<file path="config.mk">
export PLATFORM = sky130hd
export DESIGN_NAME = lgen_seq
export DESIGN_NICKNAME = d
export VERILOG_FILES = /design/src/source/lgen_pkg.sv /design/src/source/lgen_seq.sv
export VERILOG_INCLUDE_DIRS = /design/src /design/src/source
export SDC_FILE = /design/constraint.sdc
export NUM_CORES = 1
export LEC_CHECK = 0
export BUFFER_PORTS_ARGS = -buffer_cell sky130_fd_sc_hd__buf_4
export CAP_MARGIN = 20
export CORE_MARGIN = 2
export CORE_UTILIZATION = 53
export DETAILED_ROUTE_END_ITERATION = 12
export PLACE_DENSITY = 0.8
export RECOVER_POWER = 100
export SLEW_MARGIN = 20
export SYNTH_ARGS = -nofsm -noshare
export SYNTH_HDL_FRONTEND = slang
export SYNTH_SLANG_ARGS = --single-unit
</file>
<file path="constraint.sdc">
create_clock -name bus -period 13.5 [get_ports bus]
set_input_delay 2.025 -clock bus [delete_from_list [all_inputs] [get_ports bus]]
set_output_delay 2.025 -clock bus [all_outputs]
set_load 0.005 [all_outputs]
</file>
<file path="src/source/lgen_defs.svh">
/*
  widths, depths and register map of the logic pattern generator
  register offsets are byte addresses with address bit 10 clear
  with address bit 10 set, the low 10 address bits index the table
*/
`ifndef LGEN_DEFS_SVH
`define LGEN_DEFS_SVH

// sample width
`define LGEN_DW   8
// pointer, integer part also sets the table depth
`define LGEN_CWM  10
`define LGEN_CWF  8
`define LGEN_CW   18
// burst gap length and burst number counters
`define LGEN_CWL  16
`define LGEN_CWN  16
// event sources: software on bit 0, external lines above
`define LGEN_EW   5
// cpu address
`define LGEN_AW   11

// control, interrupts and event select
`define LGEN_REG_CTL      11'h000
`define LGEN_REG_IRQ_ENA  11'h008
`define LGEN_REG_IRQ_STS  11'h00c
`define LGEN_REG_SEL_RST  11'h010
`define LGEN_REG_SEL_STR  11'h014
`define LGEN_REG_SEL_STP  11'h018
`define LGEN_REG_SEL_TRG  11'h01c
// playback
`define LGEN_REG_SIZ      11'h020
`define LGEN_REG_OFF      11'h024
`define LGEN_REG_STE      11'h028
// burst mode and status
`define LGEN_REG_BMODE    11'h030
`define LGEN_REG_BDL      11'h034
`define LGEN_REG_BLN      11'h038
`define LGEN_REG_BNM      11'h03c
`define LGEN_REG_STS_BLN  11'h040
`define LGEN_REG_STS_BNM  11'h044
// output mask and forced value
`define LGEN_REG_MSK      11'h050
`define LGEN_REG_VAL      11'h054

`endif
</file>
<file path="src/source/lgen_pkg.sv">
/*
  types shared by the generator RTL and its testbench
  widths come from the macro header
*/
`include "lgen_defs.svh"

package lgen_pkg;

  // cpu request, held stable by the master while req is high
  typedef struct packed {
    logic                wr;
    logic [`LGEN_AW-1:0] addr;
    logic [31:0]         wdata;
  } bus_req_t;

  // one table write, valid for a single cycle
  typedef struct packed {
    logic                 en;
    logic [`LGEN_CWM-1:0] idx;
    logic [`LGEN_DW-1:0]  dat;
  } tbl_wr_t;

  // selected events, one-cycle pulses
  typedef struct packed {
    logic rst;
    logic str;
    logic stp;
    logic trg;
  } lgen_ctl_t;

  // playback configuration
  typedef struct packed {
    // fixed point size, offset and step
    logic [`LGEN_CW-1:0]  siz;
    logic [`LGEN_CW-1:0]  off;
    logic [`LGEN_CW-1:0]  ste;
    // burst mode
    logic                 ben;
    logic                 inf;
    logic [`LGEN_CWM-1:0] bdl;
    logic [`LGEN_CWL-1:0] bln;
    logic [`LGEN_CWN-1:0] bnm;
    // output bits, table where msk is 1, val elsewhere
    logic [`LGEN_DW-1:0]  msk;
    logic [`LGEN_DW-1:0]  val;
  } lgen_cfg_t;

  // sequencer status for readback
  typedef struct packed {
    logic                 armed;
    logic                 running;
    logic                 stopped;
    logic [`LGEN_CWL-1:0] bln;
    logic [`LGEN_CWN-1:0] bnm;
  } lgen_sts_t;

  // stream beat
  typedef struct packed {
    logic [`LGEN_DW-1:0] dat;
    logic                lst;
  } stream_t;

  typedef enum logic [1:0] {
    SEQ_IDLE,
    SEQ_ARMED,
    SEQ_DATA,
    SEQ_GAP
  } seq_state_t;

endpackage

</file>
<file path="src/source/lgen_seq.sv">
/*
  playback sequencer, pointer is 10.8 fixed point wrapping at siz
  a bdl of 0 plays 1024 samples, a bnm of 0 plays 65536 bursts
  stop and reset events drop valid even when a sample is waiting
*/
`timescale 1ns/10ps
`include "lgen_defs.svh"

module lgen_seq
  import lgen_pkg::*;
(
  input  logic                 bus,
  input  logic                 ctl_rst,
  input  lgen_cfg_t            cfg,
  input  lgen_ctl_t            ctl,
  input  logic [`LGEN_DW-1:0]  rd_data,
  input  logic                 ready,
  output lgen_sts_t            sts,
  output logic [`LGEN_CWM-1:0] rd_idx,
  output logic                 valid,
  output stream_t              sto
);

  seq_state_t           state;
  logic [`LGEN_CW-1:0]  ptr;
  // spare top bit keeps the carry of ptr + ste
  logic [`LGEN_CW:0]    ptr_sum;
  logic [`LGEN_CW:0]    ptr_dif;
  logic [`LGEN_CW-1:0]  ptr_nxt;
  // burst counters
  logic [`LGEN_CWM-1:0] cnt_dat;
  logic [`LGEN_CWL-1:0] cnt_gap;
  logic [`LGEN_CWN-1:0] cnt_bur;
  logic [`LGEN_CWN-1:0] bur_nxt;
  logic [`LGEN_CWM-1:0] bdl_lst;
  logic [`LGEN_CWL-1:0] bln_lst;
  logic                 stp_flg;
  logic                 act;
  logic                 adv;
  logic                 dat_end;
  logic                 gap_end;
  logic                 bur_end;
  logic                 bur_done;
  logic [`LGEN_DW-1:0]  smp;

  // sample producing states, advance only when the output slot is free
  assign act = (state == SEQ_DATA) || (state == SEQ_GAP);
  assign adv = act && (!valid || ready);

  assign rd_idx = ptr[`LGEN_CW-1:`LGEN_CWF];

  // step, minus siz once past it
  assign ptr_sum = {1'b0, ptr} + {1'b0, cfg.ste};
  assign ptr_dif = ptr_sum - {1'b0, cfg.siz};
  assign ptr_nxt = (ptr_sum >= {1'b0, cfg.siz}) ? ptr_dif[`LGEN_CW-1:0]
                                                : ptr_sum[`LGEN_CW-1:0];

  // burst bookkeeping
  assign bdl_lst  = cfg.bdl - 1'b1;
  assign bln_lst  = cfg.bln - 1'b1;
  assign dat_end  = cfg.ben && (state == SEQ_DATA) && (cnt_dat == bdl_lst);
  assign gap_end  = (state == SEQ_GAP) && (cnt_gap == bln_lst);
  assign bur_end  = adv && ((dat_end && cfg.bln == '0) || gap_end);
  assign bur_nxt  = cnt_bur + 1'b1;
  assign bur_done = !cfg.inf && (bur_nxt == cfg.bnm);

  //////////////////////////////////////////////////////////////////////
  // state, pointer and counters
  //////////////////////////////////////////////////////////////////////

  always_ff @(posedge bus) begin
    if (ctl_rst) begin
      state   <= SEQ_IDLE;
      ptr     <= '0;
      cnt_dat <= '0;
      cnt_gap <= '0;
      cnt_bur <= '0;
      stp_flg <= 1'b0;
    end else if (ctl.rst) begin
      state   <= SEQ_IDLE;
      ptr     <= cfg.off;
      cnt_dat <= '0;
      cnt_gap <= '0;
      cnt_bur <= '0;
      stp_flg <= 1'b0;
    end else if (ctl.stp) begin
      state   <= SEQ_IDLE;
      stp_flg <= 1'b1;
    end else if (bur_end) begin
      // next burst restarts at off
      cnt_bur <= bur_nxt;
      cnt_dat <= '0;
      ptr     <= cfg.off;
      if (bur_done) begin
        state   <= SEQ_IDLE;
        stp_flg <= 1'b1;
      end else begin
        state <= SEQ_DATA;
      end
    end else begin
      case (state)
        SEQ_IDLE: if (ctl.str) begin
          state   <= SEQ_ARMED;
          ptr     <= cfg.off;
          cnt_dat <= '0;
          cnt_gap <= '0;
          cnt_bur <= '0;
          stp_flg <= 1'b0;
        end
        SEQ_ARMED: if (ctl.trg) state <= SEQ_DATA;
        SEQ_DATA: if (adv) begin
          ptr     <= ptr_nxt;
          cnt_dat <= cnt_dat + 1'b1;
          // gap only in burst mode
          if (dat_end) begin
            state   <= SEQ_GAP;
            cnt_gap <= '0;
          end
        end
        SEQ_GAP: if (adv) cnt_gap <= cnt_gap + 1'b1;
        default: state <= SEQ_IDLE;
      endcase
    end
  end

  //////////////////////////////////////////////////////////////////////
  // output stage
  //////////////////////////////////////////////////////////////////////

  // gap plays data 0, still passed through mask/value
  assign smp = (state == SEQ_DATA) ? rd_data : '0;

  always_ff @(posedge bus) begin
    if (ctl_rst) begin
      valid <= 1'b0;
    end else if (ctl.stp || ctl.rst) begin
      valid <= 1'b0;
    end else if (adv) begin
      valid <= 1'b1;
    end else if (ready) begin
      valid <= 1'b0;
    end
  end

  always_ff @(posedge bus) begin
    if (adv) begin
      sto.dat <= (smp & cfg.msk) | (cfg.val & ~cfg.msk);
      sto.lst <= dat_end;
    end
  end

  assign sts.armed   = (state == SEQ_ARMED);
  assign sts.running = act;
  assign sts.stopped = stp_flg;
  assign sts.bln     = cnt_gap;
  assign sts.bnm     = cnt_bur;

endmodule

</file>
==> metrics.md, run 1 <==
| Metric | Value |
|---|---|
| Fin nets | 1232 |
| Area delta synth->final | 23.38% |
| # diodes | 0 |
| H-tree levels | 3 |
| WP data arrival | 7480 ps |
| TritonCTS buffer count | 9 |
| Critical-path top delay cell | a211oi_1 |
| Placed cells | 1220 |
| Total core area | 0.01314 sq mm |
| Endpoint type of the worst setup path | flop |
| Fin. Hold Viols | 0 |
| Worst hold-check path type | flop to flop |
| Clock power share | 33.9% |
| Clk Latency, worst-skew pair | 350 ps |
| DR WL/cell | 16.01 um |
| First-pass GRT wire length | 32680 um |
| Initial antenna violation count | 0 |
| Violated checks | capacitance limit, slew limit |
| Die area | 0.01425 sq mm |
| Minimum clock period | 7267 ps |
| Most used DFF post-synth | dfxtp_1 |
| Sink Count | 73 |
| Setup bufs post-CTS | 0 |
| HPWL after DPL | 15230 um |
| Largest net degree at the start of global routing | 31 |
| PwrDens | 86.91 mW/mm^2 |
| Sequential share of power | 30.2% |
| Post-Syn Area | 0.007053 sq mm |
| Async SR Flop Fraction | 0% |
| # IOs | 184 |
| CTS tree | built |
| Post-CTS Hold Buffers | 0 |
| CTS Buffer Depth | 2 |
| Rows | 42 |
| Combinational share of power | 36.0% |
| Root Driver | clkbuf_16 |
| Final Hold Slack | 480.5 ps |
| Critical Path RT | 13720 ps |
| DRC | 0 |
| CTS resizes | 0 |
| Worst Path Class, Setup | input port to flop |
| Max-slew violations | 54 |
| Overall Global Routing Usage | 27.62% |
| Power Internal | 507.7 uW |
| Post-synth EDFFs | 9 |
| IO buf count | 183 |
| Worst vdd ir | 0.00006377 V |
| DRT Wirelength | 19790 um |
| Syn nets | 1076 |
| Run status | complete, but fails checks |
| Layout cell share with drive strength beyond 1 | 21.32% |
| Sequential share of the synthesized area | 22.00% |
| Non-Filler Instances | 1236 |
| Sw power | 248.5 uW |
| Clock-pin slew on the worst setup and hold paths | 60 ps |
| Post-DRT Antenna Nets | 0 |
| Synthesized area per cell | 7.845 sq um |
| LEAKAGE | 3.617 nW |
| Syn Inst Count | 899 |
| Initial Util | 53.69% |
| Post-DR vias/cell | 5.879 |
| Unrepaired setup endpoints after global routing | false |
| Gr ovfl total | 0 |
| Vias in the first global route | 6913 |
| Yosys reg bits | 73 |
| DR vias | 7266 |
| Setup_tns | 0 ps |
| Fin crit share | 53.83% |
| Die Wd | 119.4 um |
| Distinct cells, synth | 79 |
| Switching Share | 32.86% |
| Crit-path max cell delay | 850 ps |
| CP startpoint kind | input port |
| DRT iter0 DRCs | 483 |
| Max_slew headroom | -34.11% |
| CP Max Fanout | 16 |
| FMAX | 137.6 MHz |
| Worst-margin pin slew | 2012 ps |
| Synth warn | 0 |
| CP cell instances | clkbuf_4, ha_1, inv_1, fa_1, nor2b_1, o31a_1, o21ai_0, a21oi_1, o31a_1, o311ai_0, ha_1, and3_1, nand2_1, o311ai_0, a21o_1, a211oi_1, clkbuf_1, mux2_2, mux2i_1, o2bb2ai_1 |
| Setup-failing EPs final | 0 |
| RD Place Congestion | 0.9462 |
| First-pass detailed-route iteration total | 5 |
| Max-cap violations | 2 |
| Die height | 119.4 um |
| Layout Skew | 11.42 ps |
path summary, 6_finish.rpt:
kind,startpoint,endpoint,slack (ps),cells past startpoint
worst max-delay path,cfg[60],ptr[7],6230,20
worst min-delay path,ptr[7],ptr[7],480,1
worst max register to register,ptr[0],ptr[7],7710,19
worst min register to register,ptr[7],ptr[7],480,1
cells in the mapped netlist, drive strengths merged, types with 7 or more instances:
cell	count	share of area (%)
nor2b	11	0.98
nand2	58	3.1
inv	61	3.2
xnor2	47	5.8
and3	25	2.2
a31oi	11	0.98
dfxtp	64	18
mux2	12	1.9
o211ai	11	1.2
mux2i	15	2.1
nor3	31	2.3
nand4	22	2.0
a21oi	52	3.8
ha	46	8.2
a32o	7	0.99
and2	13	1.2
o2bb2ai	12	1.5
or3	7	0.62
buf	22	2.2
clkbuf	21	1.1
nor2	68	4.0
nand2b	10	0.89
a211oi	13	1.4
a21o	7	0.76
edfxtp	9	3.8
xor2	40	5.0
nand3	35	2.5
nor4	10	0.89
or2	8	0.71
o31a	8	0.99
o21ai	53	3.8
or4	7	0.75
worst max-delay path, delay by kind of cell:
kind	cells	cell delay [ps]
buf+inv	3	920
simple gates	3	340
compound gates	9	2840
mux	2	570
fa+ha+maj	3	800
cell families (layout without fill, tap and decap cells):
| kind of cell | after synthesis | in the layout | synth area share [%] |
|---|---|---|---|
| AOI/OAI and AO/OA | 227 | 227 | 22.39 |
| xor gates and xnor gates | 87 | 87 | 10.80 |
| adders and majority gates | 48 | 48 | 8.728 |
| buffers and inverters | 104 | 265 | 6.599 |
| DFF | 73 | 73 | 22.00 |
| muxes | 27 | 27 | 4.045 |
| and+or+nand+nor | 333 | 333 | 25.44 |
sequential cells by signal (all words and copies together), names as in the netlist:
signal,flops
cnt_bur,16
cnt_dat,10
cnt_gap,16
ptr,18
state,2
sto,9
stp_flg,1
valid,1
cells in the final DEF, fill, tap and decap left out, drive strengths merged, types with 9 or more instances in the layout:
master   instances
buf            120
clkbuf          78
nor2            68
dfxtp           64
inv             63
nand2           58
o21ai           53
a21oi           52
xnor2           47
ha              46
xor2            40
nand3           35
nor3            31
and3            25
nand4           22
mux2i           15
a211oi          13
and2            13
o2bb2ai         12
mux2            12
nor2b           11
o211ai          11
a31oi           11
nand2b          10
nor4            10
edfxtp           9
per-stage QoR:
stage	util, %	setup slack, ps	power [mW]	instance area (sq um)
2_1_floorplan	-	7379	0.4265	7053
3_3_place_gp	64.38	6925	0.5012	8458
3_5_place_dp	64.38	6745	0.5052	8458
4_1_cts	66.82	7079	0.7632	8778
5_1_grt	66.24	5818	0.7981	8702
6_report	66.24	6233	0.7563	8702
final cells by class:
type / count / area [sq um]
Clock inverter: 6 / 70.07
Multi-Input combinational cell: 722 / 5007
Fill cell: 1192 / 4436
Timing Repair Buffer: 188 / 1374
Clock buffer: 10 / 250.2
Tap cell: 176 / 220.2
Inverter: 61 / 229.0
Sequential cell: 73 / 1551
metal layers:
| metal | global-route usage [%] | vias to the layer above | routed length [um] |
|---|---|---|---|
| met5 | 0 | - | 0 |
| li1 | - | 3604 | - |
| met3 | 5.412 | 29 | 1246 |
| met4 | 7.574 | 0 | 380 |
| met1 | 35.92 | 3377 | 8826 |
| met2 | 46.70 | 256 | 9331 |
power by group through the flow:
| stage | registers (mW) | logic, mW | clock network [mW] |
|---|---|---|---|
| 2_1_floorplan | 0.231 | 0.195 | 0 |
| 3_3_place_gp | 0.233 | 0.268 | 0 |
| 3_5_place_dp | 0.233 | 0.272 | 0 |
| 4_1_cts | 0.228 | 0.274 | 0.261 |
| 5_1_grt | 0.228 | 0.300 | 0.269 |
| 6_report | 0.228 | 0.272 | 0.256 |
Power figures use the tool's default switching activity.
==> run 2: changes to the inputs <==
==> constraint.sdc (replaced) <==
create_clock -name bus -period 7 [get_ports bus]
set_input_delay 1.05 -clock bus [delete_from_list [all_inputs] [get_ports bus]]
set_output_delay 1.05 -clock bus [all_outputs]
set_load 0.005 [all_outputs]
==> metrics.md, run 2 (synthesis results as in run 1) <==
| Metric | Value |
|---|---|
| Run status | complete, but fails checks |
| Violated checks | capacitance limit, slew limit |
| Critical-path top delay cell | a211oi_2 |
| DR vias | 7338 |
| Clock power share | 32.7% |
| Layout cell share with drive strength beyond 1 | 21.60% |
| CTS resizes | 0 |
| Post-DR vias/cell | 5.937 |
| Max-cap violations | 2 |
| Fin. Hold Viols | 0 |
| Switching Share | 33.42% |
| RD Place Congestion | 0.9447 |
| Most frequent cells in the layout | 129 x buf_4, 64 x dfxtp_1, 61 x inv_1 |
| Post-CTS Hold Buffers | 0 |
| Placed cells | 1220 |
| Vias in the first global route | 6794 |
| DRT Wirelength | 19650 um |
| IO buf count | 183 |
| Post-DRT Antenna Nets | 0 |
| Unrepaired setup endpoints after global routing | false |
| Worst vdd ir | 0.0001287 V |
| Gr ovfl total | 0 |
| # diodes | 0 |
| Area delta synth->final | 23.36% |
| Area of the multi-input gates | 0.005031 sq mm |
| Minimum clock period | 5947 ps |
| Clock-pin slew on the worst setup and hold paths | 60 ps |
| Max FFs per register | 18 |
| Most flop-heavy register | ptr |
| Sequential Area | 0.001551 sq mm |
| Worst hold-check path type | flop to flop |
| Die area | 0.01425 sq mm |
| Overall Global Routing Usage | 27.63% |
| First-pass GRT wire length | 32530 um |
| Worst Path Class, Setup | input port to flop |
| CP Max Fanout | 14 |
| Rows | 42 |
| Layout Skew | 7.003 ps |
| Largest net degree at the start of global routing | 31 |
| Die height | 119.4 um |
| HPWL after DPL | 15030 um |
| WP data arrival | 6160 ps |
| Power Internal | 958.2 uW |
| Setup-failing EPs final | 0 |
| Sink Count | 73 |
| Fin nets | 1232 |
| DR WL/cell | 15.90 um |
| Largest regs | ptr (18), cnt_bur (16), cnt_gap (16) |
| Setup bufs post-CTS | 0 |
| Total core area | 0.01314 sq mm |
| H-tree levels | 3 |
| Die Wd | 119.4 um |
| Max_slew headroom | -31.14% |
| Worst-margin pin slew | 1967 ps |
| CP cell instances | clkbuf_4, ha_1, inv_1, fa_1, nor2b_1, o31a_1, o21ai_0, a21oi_1, o31a_1, o311ai_0, ha_1, and3_1, nand2_1, o311ai_0, a21o_1, a211oi_2, clkbuf_1, mux2_2, mux2i_1, o2bb2ai_1 |
| Combinational share of power | 36.7% |
| Setup_tns | 0 ps |
| Fillers | 1180 |
| Clk Latency, worst-skew pair | 350 ps |
| PwrDens | 165.4 mW/mm^2 |
| TritonCTS buffer count | 9 |
| Sequential share of power | 30.6% |
| Endpoint type of the worst setup path | flop |
| Crit-path max cell delay | 820 ps |
| # IOs | 184 |
| DRT iter0 DRCs | 464 |
| CP startpoint kind | input port |
| Non-Filler Instances | 1236 |
| Initial antenna violation count | 0 |
| FMAX | 168.2 MHz |
| Critical Path RT | 7220 ps |
| Initial Util | 53.69% |
| CTS tree | built |
| Commonest non-fill, non-tap cell in the layout | buf_4 |
| Max-slew violations | 54 |
| DRC | 0 |
| Fin crit share | 84.96% |
| CTS Buffer Depth | 2 |
| Root Driver | clkbuf_16 |
| First-pass detailed-route iteration total | 7 |
| LEAKAGE | 3.598 nW |
| Sw power | 481.0 uW |
[run 2: path summary, 6_finish.rpt]
check / start / end / slack [ps] / cells past startpoint
setup / recovery: cfg[60] / ptr[4] / 1050 / 20
hold / removal: ptr[3] / ptr[3] / 480 / 1
setup reg to reg: ptr[0] / ptr[4] / 1550 / 19
hold reg to reg: ptr[3] / ptr[3] / 480 / 1
[run 2: final cells by class]
type / count / share of cell area, %
clock buffer: 9 / 2.588
clock inverter: 7 / 0.8053
inverter: 61 / 2.632
multi-input combinational: 722 / 57.82
sequential: 73 / 17.83
tap: 176 / 2.531
timing repair buffer: 188 / 15.79
[run 2: routing by layer]
metal / track usage [%] / up-vias / share of wire (%)
li1: - / 3630 / -
met1: 36.85 / 3408 / 44
met2: 45.19 / 268 / 47
met3: 4.071 / 32 / 6.0
met4: 10.51 / 0 / 2.2
met5: 0 / - / 0
[run 2: power by group through the flow]
stage          sequential (mW)  clock (mW)  combinational, mW
6_report                 0.440       0.471              0.528
2_1_floorplan            0.446           0              0.376
5_1_grt                  0.441       0.491              0.584
3_5_place_dp             0.449           0              0.522
3_3_place_gp             0.449           0              0.517
4_1_cts                  0.440       0.474              0.527
[run 2: critical path: cells and delay by family]
| family | cells | cell delay [ps] |
|---|---|---|
| fa+ha+maj | 3 | 750 |
| compound gates | 9 | 2800 |
| buf+inv | 3 | 670 |
| mux | 2 | 540 |
| simple gates | 3 | 350 |
[run 2: through the flow]
step	setup slack [ps]	cell area (sq um)	power [mW]	utilization, %	hold WS (ps)
final	1053	8701	1.439	66.23	481.1
after floorplan	1854	7053	0.8225	-	436.3
after CTS	1348	8753	1.441	66.63	483.3
after detailed placement	1031	8458	0.9712	64.38	469.3
after global placement	1267	8458	0.9664	64.38	461.2
after global routing	645.8	8701	1.516	66.23	496.3
